==> src/hdl/avmm_pkg.sv <==
/*
 * Avalon-MM bus widths, opcode and the command, request and response structs.
 * Imported by every RTL block that moves commands, requests or responses.
 */
package avmm_pkg;

    // Word address, so 1024 words are reachable
    localparam int ADDR_WIDTH = 10;

    // One data word per beat
    localparam int DATA_WIDTH = 32;

    // Burstcount field width. Bursts run from 1 to 8 beats
    localparam int BURST_WIDTH = 4;

    // Host command opcode
    typedef enum logic [0:0]
    {
        OP_READ  = 1'b0,
        OP_WRITE = 1'b1
    } avmm_op_e;

    // A single host command, handed over with a one-cycle cmd_valid pulse.
    // For a write burst only the first data word travels here and the rest
    // arrive on the separate wdata port, one word per beat
    typedef struct packed
    {
        avmm_op_e               op;
        logic [ADDR_WIDTH-1:0]  addr;
        logic [BURST_WIDTH-1:0] burstcount;
        logic [DATA_WIDTH-1:0]  data;
    } avmm_cmd_t;

    // Master to slave request. Read and write are plain strobes, and a write
    // burst repeats addr and burstcount of the burst base on every beat
    typedef struct packed
    {
        logic                   read;
        logic                   write;
        logic [ADDR_WIDTH-1:0]  addr;
        logic [BURST_WIDTH-1:0] burstcount;
        logic [DATA_WIDTH-1:0]  writedata;
    } avmm_req_t;

    // Slave to master response, one struct per read beat
    typedef struct packed
    {
        logic                  readdatavalid;
        logic [DATA_WIDTH-1:0] readdata;
    } avmm_rsp_t;

endpackage

==> src/hdl/mem_cfg_pkg.sv <==
/*
 * Configuration of the memory subsystem: slice depth, waitrequest allowance,
 * SRAM and FIFO sizes, and the state encodings of the issuer and slave.
 */
package mem_cfg_pkg;

    // Request and response register stages inside the slice
    localparam int N_REG_STAGES = 2;

    // Delay of waitrequest on its way back to the sender
    localparam int N_WAITREQUEST_STAGES = N_REG_STAGES;

    // Requests that may still reach the slave after it raises waitrequest
    localparam int WAIT_ALLOWANCE = N_REG_STAGES + N_WAITREQUEST_STAGES;

    // SRAM size in words
    localparam int MEM_WORDS = 1024;

    // Slave request FIFO, which must be deeper than the allowance
    localparam int REQ_FIFO_DEPTH = 8;
    localparam int FIFO_PTR_WIDTH = $clog2(REQ_FIFO_DEPTH);
    localparam int FIFO_CNT_WIDTH = $clog2(REQ_FIFO_DEPTH + 1);

    // Slave read engine
    typedef enum logic [0:0]
    {
        SL_IDLE       = 1'b0,
        SL_READ_BURST = 1'b1
    } slave_state_e;

    // Command issuer
    typedef enum logic [1:0]
    {
        IS_IDLE        = 2'd0,
        IS_WRITE_BURST = 2'd1,
        IS_READ        = 2'd2
    } issuer_state_e;

endpackage

==> src/hdl/avmm_cmd_issuer.sv <==
/*
 * Host side producer. Latches one command at a time and turns it into a single
 * read request or into one write beat per cycle, honouring waitrequest.
 */
module avmm_cmd_issuer
    import avmm_pkg::*;
    import mem_cfg_pkg::*;
(
    input  logic                  mem_slave,
    input  logic                  rst_n,
    input  logic                  cmd_valid,
    input  avmm_cmd_t             cmd,
    input  logic [DATA_WIDTH-1:0] wdata,
    input  logic                  wdata_valid,
    output logic                  cmd_ready,
    output logic                  wdata_ready,
    output avmm_req_t             req_m,
    input  logic                  waitrequest_m
);

    issuer_state_e          state;
    avmm_cmd_t              cmd_q;
    logic [BURST_WIDTH-1:0] beat_cnt;
    logic                   issued;
    logic                   last_beat;

    // A new command is taken only between commands
    assign cmd_ready = (state == IS_IDLE);

    // Beat 0 of a write takes its data from the command, later beats from wdata
    always_comb
    begin
        req_m            = '0;
        req_m.addr       = cmd_q.addr;
        req_m.burstcount = cmd_q.burstcount;
        req_m.writedata  = (beat_cnt == '0) ? cmd_q.data : wdata;
        wdata_ready      = 1'b0;
        case (state)
            IS_READ:
            begin
                req_m.read = 1'b1;
            end
            IS_WRITE_BURST:
            begin
                if (beat_cnt == '0)
                begin
                    req_m.write = 1'b1;
                end
                else
                begin
                    // A wdata word is consumed only when the beat really goes out
                    req_m.write = wdata_valid;
                    wdata_ready = !waitrequest_m;
                end
            end
            default:
            begin
                req_m.read = 1'b0;
            end
        endcase
    end

    // The slice drops strobes that meet waitrequest, so a request counts as
    // issued only in a cycle with waitrequest low
    assign issued    = (req_m.read || req_m.write) && !waitrequest_m;
    assign last_beat = (beat_cnt == cmd_q.burstcount - 1'b1);

    // The command is latched as it is accepted
    always_ff @(posedge mem_slave)
    begin
        if (cmd_ready && cmd_valid)
        begin
            cmd_q <= cmd;
        end
    end

    always_ff @(posedge mem_slave)
    begin
        if (!rst_n)
        begin
            state    <= IS_IDLE;
            beat_cnt <= '0;
        end
        else
        begin
            case (state)
                IS_IDLE:
                begin
                    beat_cnt <= '0;
                    if (cmd_valid)
                    begin
                        state <= (cmd.op == OP_READ) ? IS_READ : IS_WRITE_BURST;
                    end
                end
                IS_READ:
                begin
                    // The whole read burst is one request
                    if (issued)
                    begin
                        state <= IS_IDLE;
                    end
                end
                IS_WRITE_BURST:
                begin
                    if (issued)
                    begin
                        beat_cnt <= beat_cnt + 1'b1;
                        if (last_beat)
                        begin
                            state <= IS_IDLE;
                        end
                    end
                end
                default:
                begin
                    state <= IS_IDLE;
                end
            endcase
        end
    end

    // Read and write are never requested together
    assert property (@(posedge mem_slave) disable iff (!rst_n)
        !(req_m.read && req_m.write));

endmodule

==> config.mk <==
export PLATFORM = sky130hd
export DESIGN_NAME = avmm_cmd_issuer
export DESIGN_NICKNAME = d
export VERILOG_FILES = /design/src/hdl/avmm_pkg.sv /design/src/hdl/mem_cfg_pkg.sv /design/src/hdl/avmm_cmd_issuer.sv
export SDC_FILE = /design/constraint.sdc
export NUM_CORES = 1
export LEC_CHECK = 0
export CELL_PAD_IN_SITES_DETAIL_PLACEMENT = 1
export CELL_PAD_IN_SITES_GLOBAL_PLACEMENT = 1
export CORE_AREA = 2 2 78 80
export DETAILED_ROUTE_END_ITERATION = 8
export DIE_AREA = 0 0 80 82
export DONT_BUFFER_PORTS = 1
export PLACE_DENSITY_LB_ADDON = 0.1
export SLEW_MARGIN = 0
export SYNTH_ARGS = -nofsm -noshare
export SYNTH_HDL_FRONTEND = slang
export SYNTH_SLANG_ARGS = --single-unit
==> constraint.sdc <==
create_clock -name mem_slave -period 2.24 [get_ports mem_slave]
set_input_delay 0.56 -clock mem_slave [delete_from_list [all_inputs] [get_ports mem_slave]]
set_output_delay 0.56 -clock mem_slave [all_outputs]
set_load 0.02 [all_outputs]
==> flow_summary.ini <==
[outcome]
status = finished with violations
violations = setup timing

[cells_and_area]
nFillCells = 573
final-instance-count-excl-fill = 238
final_common_cell = edfxtp_1
multi_input_area_um2 = 858
regArea_um2 = 1510
mostFrequentLayoutCells = 46 x edfxtp_1, 32 x mux2_4, 6 x buf_4
areaGrowthSynthToFinish_pct = 15.6
final_layout_size_suffix_gt1_share_pct = 37.4
num_antenna_cells = 0
nNetsFinal = 249

[clocking]
h-tree-depth = 2
clockBufferDepth = 2
tritoncts = built
cts_hold_buf = 0
clk_pin_slew_ps = 100
root_buffer = clkbuf_8
clkLatencyLatePin_ps = 300
numClockSinks = 52
cts_buffers = 5

[logic_synthesis]
seq_area_frac_synth_pct = 62.7
yosysWarnings = 0
synth_top_family_by_area = multiplexers
synth_largest_area_cell = edfxtp_1
synthMuxAreaShare_pct = 15.1
synthAdderAreaFrac_pct = 1.57
syn_nets = 249
async_reset_ff_share_pct = 0
synth_top_area_share_pct = 57.7
synth_edf_count = 46
synth_area_leaders = edfxtp_1 58%, mux2_1 15%, dfxtp_1 5.0%, buf_4 4.4%, ha_1 1.6%
synth_area_per_cell_um2 = 14.8
synthSimpleGateAreaFrac_pct = 7.16
synth_top_flop_cell = edfxtp_1
ys_ff_latch = 52
synth_compound_area_share_pct = 3.76
synthXorXnorAreaFrac_pct = 2.46
synth_cell_types = 33
syn_area_um2 = 2390
syn-instance-count = 162

[timing]
setup_viol = 32
hold_viol_final = 0
post-route-period-util_pct = 102
relSlewSlack_pct = 72.1
worst_pin_slew_ps = 418
drv_slew = 0
rsz0062_at_grt = true
layout_setup_ws_ps = -41.4
fin_crit_ps = 2280
max_freq_mhz = 438
finalClockSkew_ps = 11.6

[worst_setup_path]
r2r-start = beat_cnt[3]
crit_type = reg -> out
end_kind = primary output
rr_worst_depth = 3
critPathLaunch = beat_cnt[0]
critPathRequiredTime_ps = 1680
cp_max_fo = 10
cp.arrival_ps = 1720
critPathLaunchType = flip-flop

[detailed_routing]
drt-pass1-iter-count = 4
initialDrtViolationCount = 53
vias = 1297
drc = 0
post_drt_wl_per_cell_um = 22.0
ant_nets = 0
viasPerCell = 5.45
routed_wl_um = 5230

[global_route]
grt_overflow = 0
antenna_found_initial = 0
track_usage_pct = 15.9
grt_pass1_wl_um = 7500
grt_max_degree = 47
grt_pass1_vias = 1462

[floorplan]
core-area_um2 = 5750
start_util_pct = 41.7
row_count = 28
die_h_um = 82
die_area_um2 = 6560
die_x_um = 80
num_io_pins = 134

[placement]
dp_hpwl_um = 3550
port_buffers = 0
pre_cts_slack_ps = 159
dp.cells = 223
gp_congestion = 0.689

[hold_path]
min_path_type = in -> reg
hold_depth = 0
min_from = cmd[27]

[pwr]
leakage_uw = 0.00110
power_density_nw_per_um2 = 719
peakVddDrop_mv = 0.458

[job]
cap_violations = 0
==> flip-flops by register name (all words and copies together), names as in the netlist <==
signal    count
req_m        14
state         2
cmd_q        32
beat_cnt      4
==> cell families (layout without fill, tap and decap cells) <==
family,after synthesis,after routing
xor gates and xnor gates,5,5
and+or+nand+nor,29,29
AOI/OAI and AO/OA,12,12
muxes,32,32
DFF,52,52
buffers and inverters,29,30
adders and majority gates,3,3
==> final timing paths <==
check / end / slack (ps)
worst max-delay path: req_m[23] / -40
worst min-delay path: cmd_q[27] / 350
worst max register to register: beat_cnt[1] / 370
worst min register to register: beat_cnt[3] / 650
==> power breakdown <==
group | internal (µW) | total [µW] | switching, µW
clock network | 218 | 510 | 292
registers | 1130 | 1180 | 51.2
logic | 130 | 297 | 167
total | 1480 | 1990 | 510
==> cells in the mapped netlist, types with 2 or more instances <==
master / instances
nand2b_1: 3
nand2_1: 2
inv_1: 7
mux2_1: 32
a21oi_1: 2
nor3_1: 3
nand4_1: 3
a2111o_1: 2
a31oi_1: 4
nor2_1: 4
xnor2_1: 3
nor2b_1: 2
ha_1: 3
edfxtp_1: 46
nand3_1: 5
clkbuf_1: 2
buf_4: 14
buf_2: 4
and2_1: 2
dfxtp_1: 6
==> cell type report <==
type / count / area share (%)
clock buffers: 5 / 2.49
clock inverters: 3 / 0.633
inverters: 8 / 1.18
multi-input cells: 81 / 31.0
flip-flops and latches: 52 / 54.5
well taps: 75 / 3.39
repair buffers: 14 / 6.78
==> metrics by stage <==
step	setup TNS, ps	cell area, µm²	util, %	hold WS, ps	total power (µW)
after global placement	0	2430	42.3	545	1430
after CTS	-1780	2790	48.5	334	2020
after floorplan	0	2390	-	512	1400
after global routing	-2560	2770	48.2	330	2070
final	-961	2770	48.2	346	1990
after detailed placement	0	2430	42.3	583	1430
==> timing repair <==
action / in CTS / in global routing
gates resized for setup: 79 / 6
cloned: 2 / 1
setup endpoints to repair: 34 / 34
pin swaps: 1 / 1
setup buffers: 6 / 1
==> worst max-delay path: stages (launching register included) <==
cell	delay, ps
dfxtp_4	360
inv_4	50
ha_4	120
nor3b_4	230
buf_6	160
buf_12	140
mux2_4	350
==> routing by layer <==
layer / GRT usage (%) / wire [µm]
met5: 0 / 0
met4: 6.10 / 78
met3: 7.14 / 512
met2: 28.4 / 2820
met1: 16.5 / 1820
(Power assumes the default switching activity.)
