File: src/hdl/avmm_pkg.sv
/*
 * Avalon-MM bus widths, opcode and the command, request and response structs.
 * Imported by every RTL block that moves commands, requests or responses.
 */
package avmm_pkg;

    // Word address, so 1024 words are reachable
    localparam int ADDR_WIDTH = 10;

    // One data word per beat
    localparam int DATA_WIDTH = 32;

    // Burstcount field width. Bursts run from 1 to 8 beats
    localparam int BURST_WIDTH = 4;

    // Host command opcode
    typedef enum logic [0:0]
    {
        OP_READ  = 1'b0,
        OP_WRITE = 1'b1
    } avmm_op_e;

    // A single host command, handed over with a one-cycle cmd_valid pulse.
    // For a write burst only the first data word travels here and the rest
    // arrive on the separate wdata port, one word per beat
    typedef struct packed
    {
        avmm_op_e               op;
        logic [ADDR_WIDTH-1:0]  addr;
        logic [BURST_WIDTH-1:0] burstcount;
        logic [DATA_WIDTH-1:0]  data;
    } avmm_cmd_t;

    // Master to slave request. Read and write are plain strobes, and a write
    // burst repeats addr and burstcount of the burst base on every beat
    typedef struct packed
    {
        logic                   read;
        logic                   write;
        logic [ADDR_WIDTH-1:0]  addr;
        logic [BURST_WIDTH-1:0] burstcount;
        logic [DATA_WIDTH-1:0]  writedata;
    } avmm_req_t;

    // Slave to master response, one struct per read beat
    typedef struct packed
    {
        logic                  readdatavalid;
        logic [DATA_WIDTH-1:0] readdata;
    } avmm_rsp_t;

endpackage

File: src/hdl/mem_cfg_pkg.sv
/*
 * Configuration of the memory subsystem: slice depth, waitrequest allowance,
 * SRAM and FIFO sizes, and the state encodings of the issuer and slave.
 */
package mem_cfg_pkg;

    // Request and response register stages inside the slice
    localparam int N_REG_STAGES = 2;

    // Delay of waitrequest on its way back to the sender
    localparam int N_WAITREQUEST_STAGES = N_REG_STAGES;

    // Requests that may still reach the slave after it raises waitrequest
    localparam int WAIT_ALLOWANCE = N_REG_STAGES + N_WAITREQUEST_STAGES;

    // SRAM size in words
    localparam int MEM_WORDS = 1024;

    // Slave request FIFO, which must be deeper than the allowance
    localparam int REQ_FIFO_DEPTH = 8;
    localparam int FIFO_PTR_WIDTH = $clog2(REQ_FIFO_DEPTH);
    localparam int FIFO_CNT_WIDTH = $clog2(REQ_FIFO_DEPTH + 1);

    // Slave read engine
    typedef enum logic [0:0]
    {
        SL_IDLE       = 1'b0,
        SL_READ_BURST = 1'b1
    } slave_state_e;

    // Command issuer
    typedef enum logic [1:0]
    {
        IS_IDLE        = 2'd0,
        IS_WRITE_BURST = 2'd1,
        IS_READ        = 2'd2
    } issuer_state_e;

endpackage

File: src/hdl/avmm_reg_pipe.sv
/*
 * Avalon-MM register slice. Requests and responses pass N register stages and
 * waitrequest returns through its own shift register, acting as almost-full.
 */
module avmm_reg_pipe
    import avmm_pkg::*;
    import mem_cfg_pkg::*;
(
    input  logic      mem_slave,
    input  logic      rst_n,
    input  avmm_req_t req_m,
    output logic      waitrequest_m,
    output avmm_rsp_t rsp_m,
    output avmm_req_t req_s,
    input  logic      waitrequest_s,
    input  avmm_rsp_t rsp_s
);

    // Request stage 0 is nearest the master, the last stage drives the slave
    avmm_req_t req_stage [N_REG_STAGES];

    // Response stage 0 is nearest the slave, the last stage drives the master
    avmm_rsp_t rsp_stage [N_REG_STAGES];

    // Bit 0 is the slave's live waitrequest, the top bit is what the master sees
    logic [N_WAITREQUEST_STAGES:0] wait_pipe;

    avmm_req_t req_in;

    // The slice never stalls on its own.
    // Strobes that arrive while the delayed waitrequest is high are dropped,
    // and the master is expected to hold them until waitrequest falls
    always_comb
    begin
        req_in       = req_m;
        req_in.read  = req_m.read && !waitrequest_m;
        req_in.write = req_m.write && !waitrequest_m;
    end

    // Request pipeline
    always_ff @(posedge mem_slave)
    begin
        req_stage[0] <= req_in;
        for (int s = 1; s < N_REG_STAGES; s++)
        begin
            req_stage[s] <= req_stage[s-1];
        end

        // Only the strobes need clearing, address and data follow them
        if (!rst_n)
        begin
            for (int s = 0; s < N_REG_STAGES; s++)
            begin
                req_stage[s].read  <= 1'b0;
                req_stage[s].write <= 1'b0;
            end
        end
    end

    // Response pipeline, same depth as the requests
    always_ff @(posedge mem_slave)
    begin
        rsp_stage[0] <= rsp_s;
        for (int s = 1; s < N_REG_STAGES; s++)
        begin
            rsp_stage[s] <= rsp_stage[s-1];
        end

        if (!rst_n)
        begin
            for (int s = 0; s < N_REG_STAGES; s++)
            begin
                rsp_stage[s].readdatavalid <= 1'b0;
            end
        end
    end

    // Waitrequest shift register, cleared to low so the master may start at once
    assign wait_pipe[0] = waitrequest_s;

    always_ff @(posedge mem_slave)
    begin
        if (!rst_n)
        begin
            wait_pipe[N_WAITREQUEST_STAGES:1] <= '0;
        end
        else
        begin
            wait_pipe[N_WAITREQUEST_STAGES:1] <= wait_pipe[N_WAITREQUEST_STAGES-1:0];
        end
    end

    assign waitrequest_m = wait_pipe[N_WAITREQUEST_STAGES];
    assign req_s         = req_stage[N_REG_STAGES-1];
    assign rsp_m         = rsp_stage[N_REG_STAGES-1];

    // Nothing enters the first stage in a cycle where the master saw waitrequest
    assert property (@(posedge mem_slave) disable iff (!rst_n)
        waitrequest_m |=> !(req_stage[0].read || req_stage[0].write));

endmodule

File: config.mk
export PLATFORM = sky130hd
export DESIGN_NAME = avmm_reg_pipe
export DESIGN_NICKNAME = d
export VERILOG_FILES = /design/src/hdl/avmm_pkg.sv /design/src/hdl/mem_cfg_pkg.sv /design/src/hdl/avmm_reg_pipe.sv
export SDC_FILE = /design/constraint.sdc
export NUM_CORES = 1
export LEC_CHECK = 0
export ABC_AREA = 0
export BUFFER_PORTS_ARGS = -buffer_cell sky130_fd_sc_hd__clkbuf_2
export CORE_ASPECT_RATIO = 0.9
export CORE_UTILIZATION = 40
export CTS_CLUSTER_SIZE = 40
export DETAILED_ROUTE_END_ITERATION = 12
export PLACE_DENSITY = 0.7
export SYNTH_ARGS = -nofsm -noshare
export SYNTH_HDL_FRONTEND = slang
export SYNTH_SLANG_ARGS = --single-unit
File: constraint.sdc
create_clock -name mem_slave -period 0.8 [get_ports mem_slave]
set_clock_uncertainty 0.15 [all_clocks]
set_input_delay 0.2 -clock mem_slave [delete_from_list [all_inputs] [get_ports mem_slave]]
set_output_delay 0.2 -clock mem_slave [all_outputs]
set_load 0.05 [all_outputs]
==> flow_metrics.env <==
export IMPL_clk_pin_slew_ns=0.07
export IMPL_die_x_um=102
export IMPL_critPathArrivalTime_ns=1.01
export IMPL_crit_family="flip-flops"
export IMPL_synth_top_area_share_pct=91.4
export IMPL_slowest_delay_ns=0.36
export IMPL_synth_edff_count=0
export IMPL_worst_path_max_delay_cell="dfxtp_4"
export IMPL_vias=2191
export IMPL_overflow=0
export IMPL_final_nets=522
export IMPL_yosys_register_bits=164
export IMPL_drv_slew=0
export IMPL_slew_headroom_pct=82.5
export IMPL_reg2reg_depth=1
export IMPL_grt_usage_pct=18.8
export IMPL_crit_type="flip-flop to output pin"
export IMPL_rsz0062_at_grt="true"
export IMPL_fillers=427
export IMPL_synthArstFlopShare_pct=0
export IMPL_path_cells="clkbuf_16"
export IMPL_postCtsHoldBufs=82
export IMPL_area_growth_pct=100
export IMPL_core_um2=8650
export IMPL_drt_initial_drc_count=28
export IMPL_hold_path_class="primary input to flip-flop"
export IMPL_start_util_pct=41.6
export IMPL_ys_flop_type="dfxtp_1"
export IMPL_finalPower_mw=18.9
export IMPL_yosysWarnings=0
export IMPL_route_detailed_drc=0
export IMPL_hold_viol_final=8
export IMPL_io_pins=166
export IMPL_powerDensity_nw_per_um2=2630
export IMPL_yosysMostFrequentCell="dfxtp_1"
export IMPL_clkSinkCount=164
export IMPL_p_leak_nw=3.20
export IMPL_io_buffers=165
export IMPL_synth_area_leaders="dfxtp_1, buf_4, and2_2"
export IMPL_fp_dieH_um=91.9
export IMPL_failed_checks="negative hold slack, negative setup slack"
export IMPL_min_period_over_period_pct=171
export IMPL_dp_hpwl_um=3910
export IMPL_first_pass_iters=4
export IMPL_yosysTopAreaCell="dfxtp_1"
export IMPL_worst_slack_ns=-0.564
export IMPL_cts_tree="done"
export IMPL_antenna_found_initial=0
export IMPL_synth_cell_type_count=4
export IMPL_first_global_vias=2613
export IMPL_rows=32
export IMPL_grt_max_degree=17
export IMPL_cp_required_ns=0.45
export IMPL_synth_area_um2=3590
export IMPL_grt_pass1_wl_um=12600
export IMPL_h_tree_depth=4
export IMPL_status="complete, but fails checks"
export IMPL_drive_gt1_share_pct=62.7
export IMPL_tightest_slew_ns=0.263
export IMPL_cts_buffer_depth=2
export IMPL_drt_wl_total_um=8390
export IMPL_placed_area_um2=4800
export IMPL_cts_made_buffers=17
export IMPL_fmax_mhz=733
export IMPL_setup_viol=83
export IMPL_post_synth_inst_count=205
export IMPL_ys_seq_area_share_pct=91.4
export IMPL_cp_num_buf_inv=1
export IMPL_period_needed_ns=1.36
export IMPL_crit_path_max_fanout=3
export IMPL_whs_ns=-0.119
export IMPL_syn_area_per_cell_um2=17.5
export IMPL_cts_setup_buffers=0
export IMPL_stdcell_area_um2=7190
export IMPL_fin_setup_tns_ns=-43.42
export IMPL_worst_path_stages=1
export IMPL_postRouteAntennaNets=0
export IMPL_synth_nets=289
export IMPL_ir_drop_uv=1870
export IMPL_critPathLaunchType="flip-flop"
export IMPL_drv_cap=0
export IMPL_endpoint_kind="output pin"
export IMPL_clkLatencyLatePin_ns=0.49
export IMPL_pre_cts_ws_ns=-0.140
export IMPL_wl_per_cell_um=14.7
export IMPL_synth_commonest_cells="dfxtp_1, buf_4, and2_2"
export IMPL_vias_per_cell=3.84
export IMPL_die_area_um2=9370
export IMPL_place_congestion=0.652
export IMPL_holdPathStages=2
export IMPL_clk_root_buffer_cell="clkbuf_8"
[cell families after synthesis]
group,count (synthesis),synth area share [%]
flops,164,91.4
buf+inv,33,6.89
simple gates,8,1.74
[timing repair]
action,in CTS,in global routing
endpoints found under the hold margin,86,8
setup endpoints to repair,82,84
resized for setup,182,37
[stage by stage]
stage               std cells  utilization [%]
floorplan                 205                -
CTS                       570             82.5
finish                    571             83.1
detailed placement        456             55.6
global placement          456             55.6
global route              570             83.1
[layer usage]
layer  vias up  wire length (µm)  GRT usage, %  share of wire, %
li1       1068                 -             -                 -
met1      1015              2640          15.1                31
met2       100              4950          37.1                59
met3         8               728          8.84               8.7
met4         0                79          8.21              0.94
met5         -                 0             0                 0
[sequential cells by signal (all words and copies together), names as in the netlist]
| signal | count |
|---|---|
| waitrequest_m | 1 |
| req_stage | 96 |
| wait_pipe | 1 |
| rsp_stage | 66 |
[placed cells by master, fill, tap and decap left out, drive strengths merged]
cell           n
and2           6
and3b          2
buf           52
bufinv         2
clkbuf       134
clkinv         1
clkinvlp       1
dfxtp        164
diode          1
dlygate4sd3   82
inv            7
[power by group]
group          switching [mW]  leakage, nW  internal (mW)  total, mW
clock                    3.16        0.292           4.79       7.95
sequential              0.216         1.40           8.56       8.77
combinational            1.01         1.51           1.16       2.17
total                    4.39         3.20           14.5       18.9
[path summary, 6_finish.rpt]
kind / end / from / slack (ns)
setup / recovery: waitrequest_m / waitrequest_m$_SDFF_PN0_ / -0.56
hold / removal: rsp_stage[0][32]$_DFF_P_ / rst_n / -0.12
setup reg to reg: req_stage[0][47]$_SDFF_PN0_ / waitrequest_m$_SDFF_PN0_ / 0
hold reg to reg: req_stage[1][42]$_DFF_P_ / req_stage[0][42]$_DFF_P_ / 0.17
[layout make-up]
| cell class | instances | area (µm²) | area share, % |
|---|---|---|---|
| Sequential cell | 164 | 3510 | 48.8 |
| Timing Repair Buffer | 247 | 2870 | 39.9 |
| Clock buffer | 21 | 460 | 6.41 |
| Tap cell | 119 | 149 | 2.07 |
| Clock inverter | 11 | 135 | 1.88 |
| Multi-Input combinational cell | 8 | 62.6 | 0.871 |
| Antenna cell | 1 | 2.50 | 0.0348 |
No activity file was read; power rests on OpenSTA's default activity.
